$ cat src/hdl/exe_pkg.sv
package exe_pkg;

    localparam int DATA_W  = 32;
    localparam int REG_AW  = 5;
    localparam int IMM_W   = 16;
    localparam int JADDR_W = 26;

    typedef logic [REG_AW-1:0] reg_idx_t;
    typedef logic [DATA_W-1:0] word_t;

    ////////////////////
    // instruction encodings

    typedef enum logic [5:0] {
        OP_SPECIAL = 6'h00,
        OP_J       = 6'h02,
        OP_JAL     = 6'h03,
        OP_BEQ     = 6'h04,
        OP_BNE     = 6'h05,
        OP_ADDI    = 6'h08,
        OP_ADDIU   = 6'h09,
        OP_SLTI    = 6'h0a,
        OP_SLTIU   = 6'h0b,
        OP_ANDI    = 6'h0c,
        OP_ORI     = 6'h0d,
        OP_XORI    = 6'h0e,
        OP_LUI     = 6'h0f,
        OP_LW      = 6'h23,
        OP_SW      = 6'h2b
    } opcode_e;

    typedef enum logic [5:0] {
        FN_SLL   = 6'h00,
        FN_SRL   = 6'h02,
        FN_SRA   = 6'h03,
        FN_SLLV  = 6'h04,
        FN_SRLV  = 6'h06,
        FN_SRAV  = 6'h07,
        FN_JR    = 6'h08,
        FN_MFHI  = 6'h10,
        FN_MFLO  = 6'h12,
        FN_MULT  = 6'h18,
        FN_MULTU = 6'h19,
        FN_ADD   = 6'h20,
        FN_ADDU  = 6'h21,
        FN_SUB   = 6'h22,
        FN_SUBU  = 6'h23,
        FN_AND   = 6'h24,
        FN_OR    = 6'h25,
        FN_XOR   = 6'h26,
        FN_NOR   = 6'h27,
        FN_SLT   = 6'h2a,
        FN_SLTU  = 6'h2b
    } funct_e;

    typedef enum logic [4:0] {
        ALU_SLL, ALU_SRL, ALU_SRA, ALU_ADD, ALU_SUB, ALU_AND,
        ALU_OR, ALU_XOR, ALU_NOR, ALU_SLT, ALU_SLTU, ALU_LUI,
        ALU_HI, ALU_LO, ALU_PC4, ALU_MULT, ALU_MULTU, ALU_NONE
    } alu_op_e;

    typedef enum logic [1:0] {BR_NONE, BR_EQ, BR_NE} br_kind_e;
    typedef enum logic [1:0] {JMP_NONE, JMP_IMM, JMP_REG} jmp_kind_e;

    ////////////////////
    // stage records

    typedef struct packed {
        alu_op_e          alu_op;
        reg_idx_t         rs;
        reg_idx_t         rt;
        reg_idx_t         dest;       // 0 means no write
        logic             imm_sel;
        logic             var_shift;
        logic             sign_ext;
        logic [4:0]       shamt;
        logic [IMM_W-1:0] imm;
        logic             load;
        logic             store;
        br_kind_e         branch;
        jmp_kind_e        jump;
    } decoded_t;

    typedef struct packed {
        word_t addr;
        word_t wdata;
        logic  we;
    } mem_req_t;

    typedef struct packed {
        logic               j_valid;
        logic [JADDR_W-1:0] j_addr;
        logic               b_valid;
        logic [IMM_W-1:0]   b_addr;
    } flow_t;

    typedef struct packed {
        logic     we;
        reg_idx_t idx;
        logic     from_load;
        word_t    data;
    } wb_t;

endpackage

$ cat src/hdl/exe_mem_wb.sv
module exe_mem_wb (
    input  logic              clk_i,
    input  logic              reset_i,
    input  logic              instr_valid_i,
    input  exe_pkg::decoded_t dec_i,
    input  exe_pkg::word_t    rs_data_i,
    input  exe_pkg::word_t    rt_data_i,
    input  exe_pkg::word_t    alu_result_i,
    input  exe_pkg::word_t    data_load_i,
    output exe_pkg::mem_req_t mem_req_o,
    output exe_pkg::wb_t      wb_o
);
    import exe_pkg::*;

    word_t addr;
    wb_t   wb_q;

    assign addr = rs_data_i + {{(DATA_W-IMM_W){dec_i.imm[IMM_W-1]}}, dec_i.imm};

    ////////////////////
    // memory request

    always_ff @(posedge clk_i) begin
        if (reset_i) begin
            mem_req_o <= '0;
        end else begin
            mem_req_o <= '0;
            if (instr_valid_i && (dec_i.load || dec_i.store)) begin
                mem_req_o.addr  <= addr;
                mem_req_o.wdata <= dec_i.store ? rt_data_i : '0;
                mem_req_o.we    <= dec_i.store; // one cycle per sw
            end
        end
    end

    ////////////////////
    // pending writeback

    always_ff @(posedge clk_i) begin
        if (reset_i) begin
            wb_q <= '0;
        end else begin
            wb_q.we        <= instr_valid_i && (dec_i.dest != '0);
            wb_q.idx       <= dec_i.dest;
            wb_q.from_load <= dec_i.load;
            wb_q.data      <= alu_result_i;
        end
    end

    // load data arrives during the cycle after the lw
    always_comb begin
        wb_o = wb_q;
        if (wb_q.from_load) begin
            wb_o.data = data_load_i;
        end
    end

endmodule

$ cat config.mk
export PLATFORM = sky130hd
export DESIGN_NAME = exe_mem_wb
export DESIGN_NICKNAME = d
export VERILOG_FILES = /design/src/hdl/exe_pkg.sv /design/src/hdl/exe_mem_wb.sv
export SDC_FILE = /design/constraint.sdc
export NUM_CORES = 1
export LEC_CHECK = 0
export BUFFER_PORTS_ARGS = -buffer_cell sky130_fd_sc_hd__buf_4
export CAP_MARGIN = 30
export CORE_MARGIN = 2
export CORE_UTILIZATION = 35
export CTS_CLUSTER_SIZE = 30
export DETAILED_ROUTE_END_ITERATION = 16
export PLACE_DENSITY_LB_ADDON = 0.1
export RECOVER_POWER = 50
export SLEW_MARGIN = 20
export SYNTH_ARGS = -nofsm -noshare
export SYNTH_HDL_FRONTEND = slang
export SYNTH_SLANG_ARGS = --single-unit
$ cat constraint.sdc
create_clock -name clk_i -period 3.6 [get_ports clk_i]
set_input_delay 0.72 -clock clk_i [delete_from_list [all_inputs] [get_ports clk_i]]
set_output_delay 0.72 -clock clk_i [all_outputs]
set_load 0.01 [all_outputs]
Yosys cells after proc, flatten, opt, wreduce, memory -nomap -nowiden
Cells that the tools add are included.
{"block": "word_totals", "word_cells": 17, "register_bits": 104, "mem_count": 0, "latchBits": 0, "mem_bits_rw": 0, "input_bits": 181, "out_inout_bits": 104, "mem_bits_ro": 0}
{"block": "classes", "bitwise_logic": 2, "eq_ne": 0, "reduce_logical": 6, "n_addsub": 1, "order_cmp": 0, "n_div": 0, "muxes": 1, "n_mul": 0, "shift": 0}
{"operator": "32-bit adder", "count": 1}
{"operator": "32-bit 2-to-1 mux", "count": 1}
{"operator": "5-bit nonzero test", "count": 1}
{"operator": "3-bit OR reduction", "count": 1}
{"operator": "1-bit logical AND", "count": 2}
{"operator": "1-bit inverter", "count": 2}
{"operator": "2-bit OR reduction", "count": 1}
{"operator": "1-bit logical OR", "count": 1}

Depth between registers and ports, before layout
Gate-level depths: netlist of run 1.
{"block": "depth", "depth_word": 4, "depth_mapped": 10, "depth_no_buf": 10}

Least setup slack after synthesis of run 1
OpenSTA, ideal clock, no wires.
{"block": "synth_path", "path_kind": "input port to flip-flop", "startpoint": "in dec_i[6] (netlist name)", "endpoint": "reg mem_req_o[57] (netlist name)", "t_required_ps": 3472, "setup_time_ps": 128, "arrival_time_ps": 2810, "stages": 10, "path_buffers": 0, "path_slack_ps": 663, "cell_sequence": "ha_1 > fa_1 > a21o_1 > a221oi_2 > o31ai_4 > a41oi_1 > o21bai_1 > a21oi_1 > xor2_1 > nor2_1"}
{"block": "synth_between", "elab_chain_cells": 1}
{"item": "start: declaration", "line": "exe_mem_wb.sv:5", "rtl": "input exe_pkg::decoded_t dec_i,"}
{"item": "32-bit adder", "line": "exe_mem_wb.sv:18", "rtl": "assign addr = rs_data_i + {{(DATA_W-IMM_W){dec_i.imm[IMM_W-1]}}, dec_i.imm};"}
{"item": "end: declaration", "line": "exe_mem_wb.sv:10", "rtl": "output exe_pkg::mem_req_t mem_req_o,"}
Every way passes these cells.
A chain may end at the register's enable or synchronous reset.

Final worst setup path of run 1
{"block": "layout_path", "startpoint": "in dec_i[6] (netlist name)", "endpoint": "reg mem_req_o[61] (netlist name)"}
Same word-level chain as after synthesis.

==> metrics, run 1 <==
Min-Delay Path Class=primary input to flop; leakage power figure=3.23 nW; CP Launch Type=primary input; top cell type's share of synthesized area=0.431; Setup Total Neg Slack=0 ns; Worst IR Drop VDD=between 0.0002 and 0.0003 V; TritonCTS clock tree=built; EDFF count, synth=0; syn_area_per_cell=9.81 um2; status=complete, but fails checks; Post-DRT Antenna Nets=0; Commonest cells post-synth=dfxtp_1 (104), nor2_1 (40), nor2b_1 (39), and2_1 (35), mux2_2 (32); cts repair resizes=0; Synth Cell Area=between 4000 and 5000 um2; Die Y=approximately 120 um; Routed WL=14,100 um; largest net degree at the start of global routing=40; # setup viols final=0; Iteration-0 DRC Markers=117; H-tree Lvls=3; ratio of cells with drive above 1 in the final layout=0.343; final net count=around 950; register area share after synthesis=0.431; critical path cell sequence=buf_4, ha_1, fa_1, a21o_1, a221oi_2, o31ai_4, a41oi_1, o22ai_1, nor3_1, xor2_1, nor2_1; first-pass GRT wire length=20,600 um; Layout area overhead=43.5%; core area=between 10,000 and 15,000 um2; Cell Area, Placed=between 6000 and 7000 um2; I/O pin count=approximately 290; CP peak stage delay=roughly 0.41 ns; asr flop ratio synth=0; critical setup path kind=primary input to flop; count of cell types in the netlist=48; crit path buf inv count=1; total chip power=about 2.9 mW; GRT Total Usage=0.180; max_cap viols=1; Vias=between 4,000 and 5,000; GPL Wtd Cong=0.879; setup bufs post-CTS=0; final core utilization=0.519; worst path arrival time=3.21 ns; cells after synthesis=around 500; vias in the first global route=4,145; Clock transition at path regs=approximately 0.070 ns; Starting Density=0.362; drt via density=4.70; number of synthesized register bits=104; Clock Path Buffers=2; grt ovf=0; Area contributors post-synth=dfxtp_1 (43%), ha_1 (8.0%), mux2_2 (7.5%); DRC=0; Worst-Margin Slew=1.63 ns; drt first pass iters=4; Most used DFF post-synth=dfxtp_1; Crit. End Element=flop; Final Cell Area=roughly 6900 um2; critical path peak fanout=6; Die X=between 100 and 150 um; CP top delay family=compound AO/OA/AOI/OAI gates; CTS Root Cell=clkbuf_16; Final Max Tran Viols=40; Critical Path Start=dec_i[6]; most frequent cell after synthesis=dfxtp_1; TritonCTS Sinks=104; Pwr Density=417 nW/um2; drt wl/cell=approximately 15 um; initial antenna violation count=0; violated checks=max-capacitance violations, max-slew violations; Ys Warns=0; Syn Nets=between 700 and 800; total CTS buffers=9; non-filler cells, final=913; Inst Count DP=approximately 900; # hold bufs at CTS=0; n_diodes=0; Slew HR=-0.0849; Worst EP required=between 3 and 4 ns; die area=between 10,000 and 15,000 um2; RSZ-0062 raised after global routing=false; biggest area consumer among synthesized cells=dfxtp_1; I/O Buffers=about 260; fin crit period=between 3 and 4 ns; period utilization=0.834; CP max-delay cell=fa_1; hold wc startpoint=rt_data_i[15]; Max Clk Rate=about 330 MHz; Fin. Hold Viols=0; HPWL Detailed=roughly 11,000 um; Rows=42
logic make-up (layout without fill, tap and decap cells):
| logic type | Yosys count | in the layout | synth area share |
|---|---|---|---|
| mux | 32 | 32 | 0.0747 |
| compound gates | 100 | 100 | 0.149 |
| simple gates | 161 | 161 | 0.177 |
| xor+xnor | 28 | 28 | 0.0508 |
| flops | 104 | 104 | 0.431 |
| fa+ha+maj | 32 | 32 | 0.0845 |
| buf+inv | 35 | 280 | 0.0327 |
through the flow:
step / hold WS [ns] / setup slack, ns
2_1_floorplan: 0.842 / 0.663
3_3_place_gp: 0.921 / 0.183
3_5_place_dp: 0.924 / 0.218
4_1_cts: 0.554 / 0.589
5_1_grt: 0.558 / 0.344
6_report: 0.568 / 0.597
worst paths after layout:
kind,endpoint,slack [ns],depth (start not counted)
worst min-delay path,mem_req_o[16]$_SDFF_PP0_,0.57,2
worst max-delay path,mem_req_o[61]$_SDFF_PP0_,0.60,11
sequential cells by signal, summed over array words and instances, names as in the netlist:
register   cells
wb_o           7
wb_q          32
mem_req_o     65
per-layer routing:
| metal | share of wire | vias to the layer above | global-route usage |
|---|---|---|---|
| met5 | 0 | - | 0 |
| met4 | 0.024 | 0 | 0.0769 |
| met3 | 0.070 | 23 | 0.0376 |
| met2 | 0.53 | 154 | 0.344 |
| met1 | 0.38 | 1933 | 0.189 |
| li1 | - | 2177 | - |
layout by cell type, fill, tap and decap left out, types with 2 or more instances in the layout:
cell type / instances
buf_4: 195
dfxtp_1: 104
clkbuf_1: 64
nor2_1: 40
nor2b_1: 39
and2_1: 33
mux2_2: 32
ha_1: 31
a21oi_1: 27
a21o_1: 22
nand2_1: 19
xor2_1: 17
o21ai_0: 11
xnor2_1: 11
nand4_1: 9
clkbuf_16: 9
nor3_1: 7
a31oi_1: 6
a211oi_1: 6
o21a_1: 5
inv_1: 5
nand2b_1: 4
and3_1: 3
o21bai_1: 3
and2_0: 2
a211o_1: 2
a221o_1: 2
clkinvlp_4: 2
layout make-up:
type                    count  area (um2)
well taps                 176         220
inverters                   5        18.8
repair buffers            259        1700
multi-input cells         353        2590
flip-flops and latches    104        2080
clock inverters             6        73.8
fillers                  1279        6420
clock buffers              10         239
power breakdown:
| group | switching, mW | leakage (nW) | total [mW] | internal [mW] |
|---|---|---|---|---|
| Clock | 0.448 | 0.147 | 1.01 | 0.567 |
| Combinational | 0.313 | 2.23 | 0.654 | 0.340 |
| Sequential | 0.0152 | 0.855 | 1.22 | 1.21 |
(Power assumes the default switching activity.)
==> inputs of run 2 (changes only) <==
--- a/config.mk
+++ b/config.mk
@@ -5,6 +5,7 @@
 export SDC_FILE = /design/constraint.sdc
 export NUM_CORES = 1
 export LEC_CHECK = 0
+export ABC_AREA = 1
 export BUFFER_PORTS_ARGS = -buffer_cell sky130_fd_sc_hd__buf_4
 export CAP_MARGIN = 30
 export CORE_MARGIN = 2
==> constraint.sdc (replaced) <==
create_clock -name clk_i -period 3.1 [get_ports clk_i]
set_input_delay 0.62 -clock clk_i [delete_from_list [all_inputs] [get_ports clk_i]]
set_output_delay 0.62 -clock clk_i [all_outputs]
set_load 0.01 [all_outputs]
==> run 2 against run 1 <==
Effect of this change:
- die area increased by 16%
- worst hold slack got worse by 0.10 ns
- clock power increased by 14%
- critical endpoint is now wb_o[1]
- utilization decreased by 1.7 points
- sequential share of layout area decreased by 3.8 points
- the flow still finishes with violations (max-capacitance violations, max-slew violations)
- largest cell class unchanged
- routed wire length increased by 19%
- final area increased by 15%
- worst setup slack improved by 0.29 ns
- combinational power increased by 29%
- largest power group unchanged
- first-iteration DRC count increased by 62%
- total power increased by 18%
==> metrics, run 2 <==
vias in the first global route=about 5,000; Routed WL=16,800 um; Largest register FFs=65; cells after synthesis=~840; Critical Path Start=wb_o[32]$_SDFF_PP0_; CP max-delay cell=mux2_2; Ys Warns=0; Clock Path Buffers=2; most used cell, CP=buf_4; TritonCTS clock tree=built; final core utilization=0.501; Commonest cells post-synth=nand2_1 (210), inv_1 (179), nor2_1 (126), dfxtp_1 (104), a21oi_1 (41); max_cap viols=1; Fill cells=approximately 1,600; CP Launch Type=flop; Die X=between 100 and 150 um; Pwr Density=430 nW/um2; final net count=roughly 1,300; Fin. Hold Viols=0; Worst-Margin Slew=between 1.5 and 2 ns; Slew HR=-0.115; Largest Register=mem_req_o; fin crit period=roughly 2.2 ns; die area=between 15,000 and 20,000 um2; DRC=0; leading cell type in the layout, fill and taps excluded=buf_4; Max Clk Rate=roughly 450 MHz; core area=approximately 16,000 um2; Vias=between 5,000 and 6,000; Layout area overhead=40.4%; critical path endpoint=wb_o[1]; Crit. End Element=output pin; Worst IR Drop VDD=between 0.0002 and 0.00025 V; Clock transition at path regs=roughly 0.080 ns; Inst Count DP=about 1,300; critical path peak fanout=33; total CTS buffers=9; Min-Delay Path Class=primary input to flop; H-tree Lvls=3; leakage power figure=4.54 nW; total chip power=3.41 mW; count of cell types in the netlist=29; initial antenna violation count=0; Most used DFF post-synth=dfxtp_1; HPWL Detailed=between 10,000 and 15,000 um; most frequent cell after synthesis=nand2_1; CP top delay family=buffers and inverters; GPL Wtd Cong=between 0.8 and 0.9; crit path buf inv count=2; critical path depth in cells=3; cts repair resizes=0; Worst EP required=2.48 ns; worst path arrival time=1.60 ns; # setup viols final=0; Final Max Tran Viols=39; asr flop ratio synth=0; Area contributors post-synth=dfxtp_1 (37%), nand2_1 (14%), inv_1 (12%); TritonCTS Sinks=104; critical setup path kind=flop to output pin; EDFF count, synth=0; ratio of cells with drive above 1 in the final layout=0.275; Reg area=approximately 2100 um2; critical path cell sequence=buf_4, mux2_2, buf_4; grt ovf=0; n_diodes=0; Die Y=~130 um; Synth Cell Area=~5600 um2; setup bufs post-CTS=0; CP peak stage delay=~0.4 ns; commonest non-fill, non-tap cells in the layout=buf_4 (226), nand2_1 (210), inv_1 (179); multi-input logic area=2760 um2; first-pass GRT wire length=between 20,000 and 25,000 um; I/O Buffers=257; register area share after synthesis=0.369; CTS Root Cell=clkbuf_16; syn_area_per_cell=just under 7 um2; Setup Total Neg Slack=0 ns; top cell type's share of synthesized area=0.369; Post-DRT Antenna Nets=0; largest net degree at the start of global routing=39; non-filler cells, final=approximately 1,300; drt first pass iters=4; period utilization=0.715; I/O pin count=~290; GRT Total Usage=0.187; number of synthesized register bits=104; # hold bufs at CTS=0; drt via density=~4.3; drt wl/cell=about 13 um; biggest area consumer among synthesized cells=dfxtp_1; RSZ-0062 raised after global routing=false; Syn Nets=around 1,100; Starting Density=0.357; Rows=46; violated checks=max-capacitance violations, max-slew violations; status=complete, but fails checks; Iteration-0 DRC Markers=189
==> run 2: area by class of cell <==
cell class                      count  share of cell area
Clock buffer                        9              0.0284
Clock inverter                      7             0.00836
Inverter                          185              0.0875
Multi-Input combinational cell    527               0.348
Sequential cell                   104               0.262
Tap cell                          216              0.0341
Timing Repair Buffer              261               0.231
==> run 2: report_power, final <==
part	internal, mW	switching (mW)	total, mW
sequential	1.40	0.0151	1.41
clock	0.565	0.584	1.15
combinational	0.390	0.455	0.845
==> run 2: stage by stage <==
stage | area [um2] | setup slack, ns | hold slack [ns]
CTS | 8060 | 0.859 | 0.450
floorplan | 5650 | 1.03 | 0.727
detailed placement | 7770 | 0.642 | 0.827
finish | 7930 | 0.884 | 0.464
global placement | 7770 | 0.673 | 0.820
global route | 7930 | 0.796 | 0.455
==> run 2: layer usage <==
metal | vias up | global-route usage | routed length [um]
li1 | 3012 | - | -
met1 | 2398 | 0.215 | 6920
met2 | 172 | 0.337 | 8170
met3 | 20 | 0.0476 | 1430
met4 | 0 | 0.0638 | 272
met5 | - | 0 | 0
==> run 2: cell families after synthesis <==
family | synth area share
buffers and inverters | 0.143
DFF | 0.369
xor gates and xnor gates | 0.00310
AOI/OAI and AO/OA | 0.0587
and+or+nand+nor | 0.291
adders and majority gates | 0.0722
muxes | 0.0638
==> run 2: tightest hold or removal path, stage by stage <==
cell and delay, ns:
buf_4 0.08, inv_1 0.03, nor2_1 0.06
==> run 2: how the worst min path moves through the flow <==
| stage | to | depth (start not counted) | startpoint | slack [ns] |
|---|---|---|---|---|
| detailed placement | wb_q[28]$_SDFF_PP0_ | 3 | alu_result_i[28] | 0.83 |
| finish | wb_o[37]$_SDFF_PP0_ | 3 | dec_i[34] | 0.46 |
| global route | wb_q[21]$_SDFF_PP0_ | 3 | alu_result_i[21] | 0.45 |
| floorplan | wb_o[32]$_SDFF_PP0_ | 2 | dec_i[5] | 0.73 |
| global placement | wb_q[29]$_SDFF_PP0_ | 3 | alu_result_i[29] | 0.82 |
| CTS | wb_q[28]$_SDFF_PP0_ | 3 | alu_result_i[28] | 0.45 |
==> inputs of run 3 (changes only) <==
==> constraint.sdc (replaced) <==
create_clock -name clk_i -period 2.3 [get_ports clk_i]
set_input_delay 0.46 -clock clk_i [delete_from_list [all_inputs] [get_ports clk_i]]
set_output_delay 0.46 -clock clk_i [all_outputs]
set_load 0.01 [all_outputs]
==> run 3 against run 2 <==
Effect of this change:
- largest power group unchanged
- sequential power increased by 35%
- cell count stayed put
- highest routed layer unchanged
- global-route usage up 0.24 points
- the run still ends with max-capacitance violations, max-slew violations left
- total power increased by 40%
- critical endpoint is now wb_o[3]
==> metrics, run 3 (synthesis results as in run 2) <==
status=complete, but fails checks; violated checks=max-capacitance violations, max-slew violations; Largest register FFs=between 60 and 70; Setup Total Neg Slack=0 ns; critical path peak fanout=33; DRC=0; Vias=around 5,600; HPWL Detailed=between 10,000 and 15,000 um; max_cap viols=2; Rows=46; CP top delay family=buffers and inverters; hold wc startpoint=alu_result_i[28]; CP Launch Type=flop; most used cell, CP=buf_4; Worst IR Drop VDD=roughly 0.00033 V; Worst-Margin Slew=1.70 ns; leading cell type in the layout, fill and taps excluded=buf_4; n_diodes=0; GRT Total Usage=0.189; first-pass GRT wire length=about 25,000 um; Post-DRT Antenna Nets=0; Cell Area, Placed=about 7800 um2; Fill cells=1,644; # setup viols final=0; Max Clk Rate=~500 MHz; CTS Root Cell=clkbuf_16; hold endpoint=wb_q[28]$_SDFF_PP0_; setup bufs post-CTS=0; initial antenna violation count=0; Min-Delay Path Class=primary input to flop; grt ovf=0; non-filler cells, final=around 1,300; fin crit period=2.05 ns; Starting Density=0.357; drt first pass iters=4; GPL Wtd Cong=0.856; TritonCTS Sinks=104; Final Cell Area=between 7000 and 8000 um2; I/O pin count=approximately 290; Pwr Density=between 500 and 600 nW/um2; total CTS buffers=9; Crit. End Element=output pin; Reg area=around 2100 um2; # hold bufs at CTS=0; WHS=just over 0.3 ns; crit path buf inv count=2; CP max-delay cell=mux2_2; Final Max Tran Viols=39; cts repair resizes=0; Die X=131 um; Worst Hold Path Cells=3; Worst EP required=about 1.8 ns; CP peak stage delay=~0.4 ns; core area=15,800 um2; critical setup path kind=flop to output pin; final net count=1,302; Clock transition at path regs=roughly 0.080 ns; Largest Register=mem_req_o; H-tree Lvls=3; ratio of cells with drive above 1 in the final layout=0.276; Die Y=131 um; vias in the first global route=~4,900; worst path arrival time=~1.6 ns; RSZ-0062 raised after global routing=false; multi-input logic area=about 2800 um2; Fin. Hold Viols=0; Slew HR=-0.133; leakage power figure=roughly 4.6 nW; drt wl/cell=between 10 and 15 um; I/O Buffers=~260; period utilization=0.892; Routed WL=~17,000 um; die area=around 17,000 um2; Clock Path Buffers=2; largest net degree at the start of global routing=39; Layout area overhead=41.2%; drt via density=roughly 4.2; critical path cell sequence=buf_4, mux2_2, buf_4; TritonCTS clock tree=built; Iteration-0 DRC Markers=about 240; Inst Count DP=1,294; commonest non-fill, non-tap cells in the layout=buf_4 (226), nand2_1 (210), inv_1 (179)
run 3: routing by layer:
layer	share of wire	up-vias	routed length, um	GRT usage
met5	0	-	0	0
met4	0.013	0	223	0.0532
met1	0.41	2372	6910	0.224
met2	0.49	164	8170	0.336
met3	0.084	13	1410	0.0509
li1	-	3008	-	-
run 3: worst max-delay path by stage:
| stage | from | endpoint | cells past startpoint |
|---|---|---|---|
| 2_1_floorplan | dec_i[6] | mem_req_o[49]$_SDFF_PP0_ | 9 |
| 4_1_cts | wb_o[32]$_SDFF_PP0_ | wb_o[3] | 3 |
| 6_report | wb_o[32]$_SDFF_PP0_ | wb_o[3] | 3 |
| 3_3_place_gp | dec_i[6] | mem_req_o[49]$_SDFF_PP0_ | 10 |
| 3_5_place_dp | dec_i[6] | mem_req_o[49]$_SDFF_PP0_ | 10 |
| 5_1_grt | wb_o[32]$_SDFF_PP0_ | wb_o[1] | 3 |
run 3: per-stage QoR:
step                      setup slack [ns]  total power [mW]  utilization
after floorplan                      0.394              2.60            -
after global placement              0.0408              3.11        0.491
after detailed placement           0.00352              3.11        0.491
after CTS                            0.221              4.85        0.512
after global routing                 0.164              5.04        0.504
final                                0.249              4.76        0.504
run 3: where the power goes:
group / leakage (nW) / internal, mW / switching [mW] / total (mW)
Clock: 0.160 / 0.990 / 0.728 / 1.72
Combinational: 3.55 / 0.523 / 0.611 / 1.13
Sequential: 0.856 / 1.89 / 0.0205 / 1.91
run 3: layout make-up:
type                       instances  area share
multi-input combinational        527       0.346
sequential                       104       0.261
timing repair buffer             262       0.231
inverter                         185      0.0870
tap                              216      0.0339
clock buffer                      10      0.0300
clock inverter                     5      0.0108
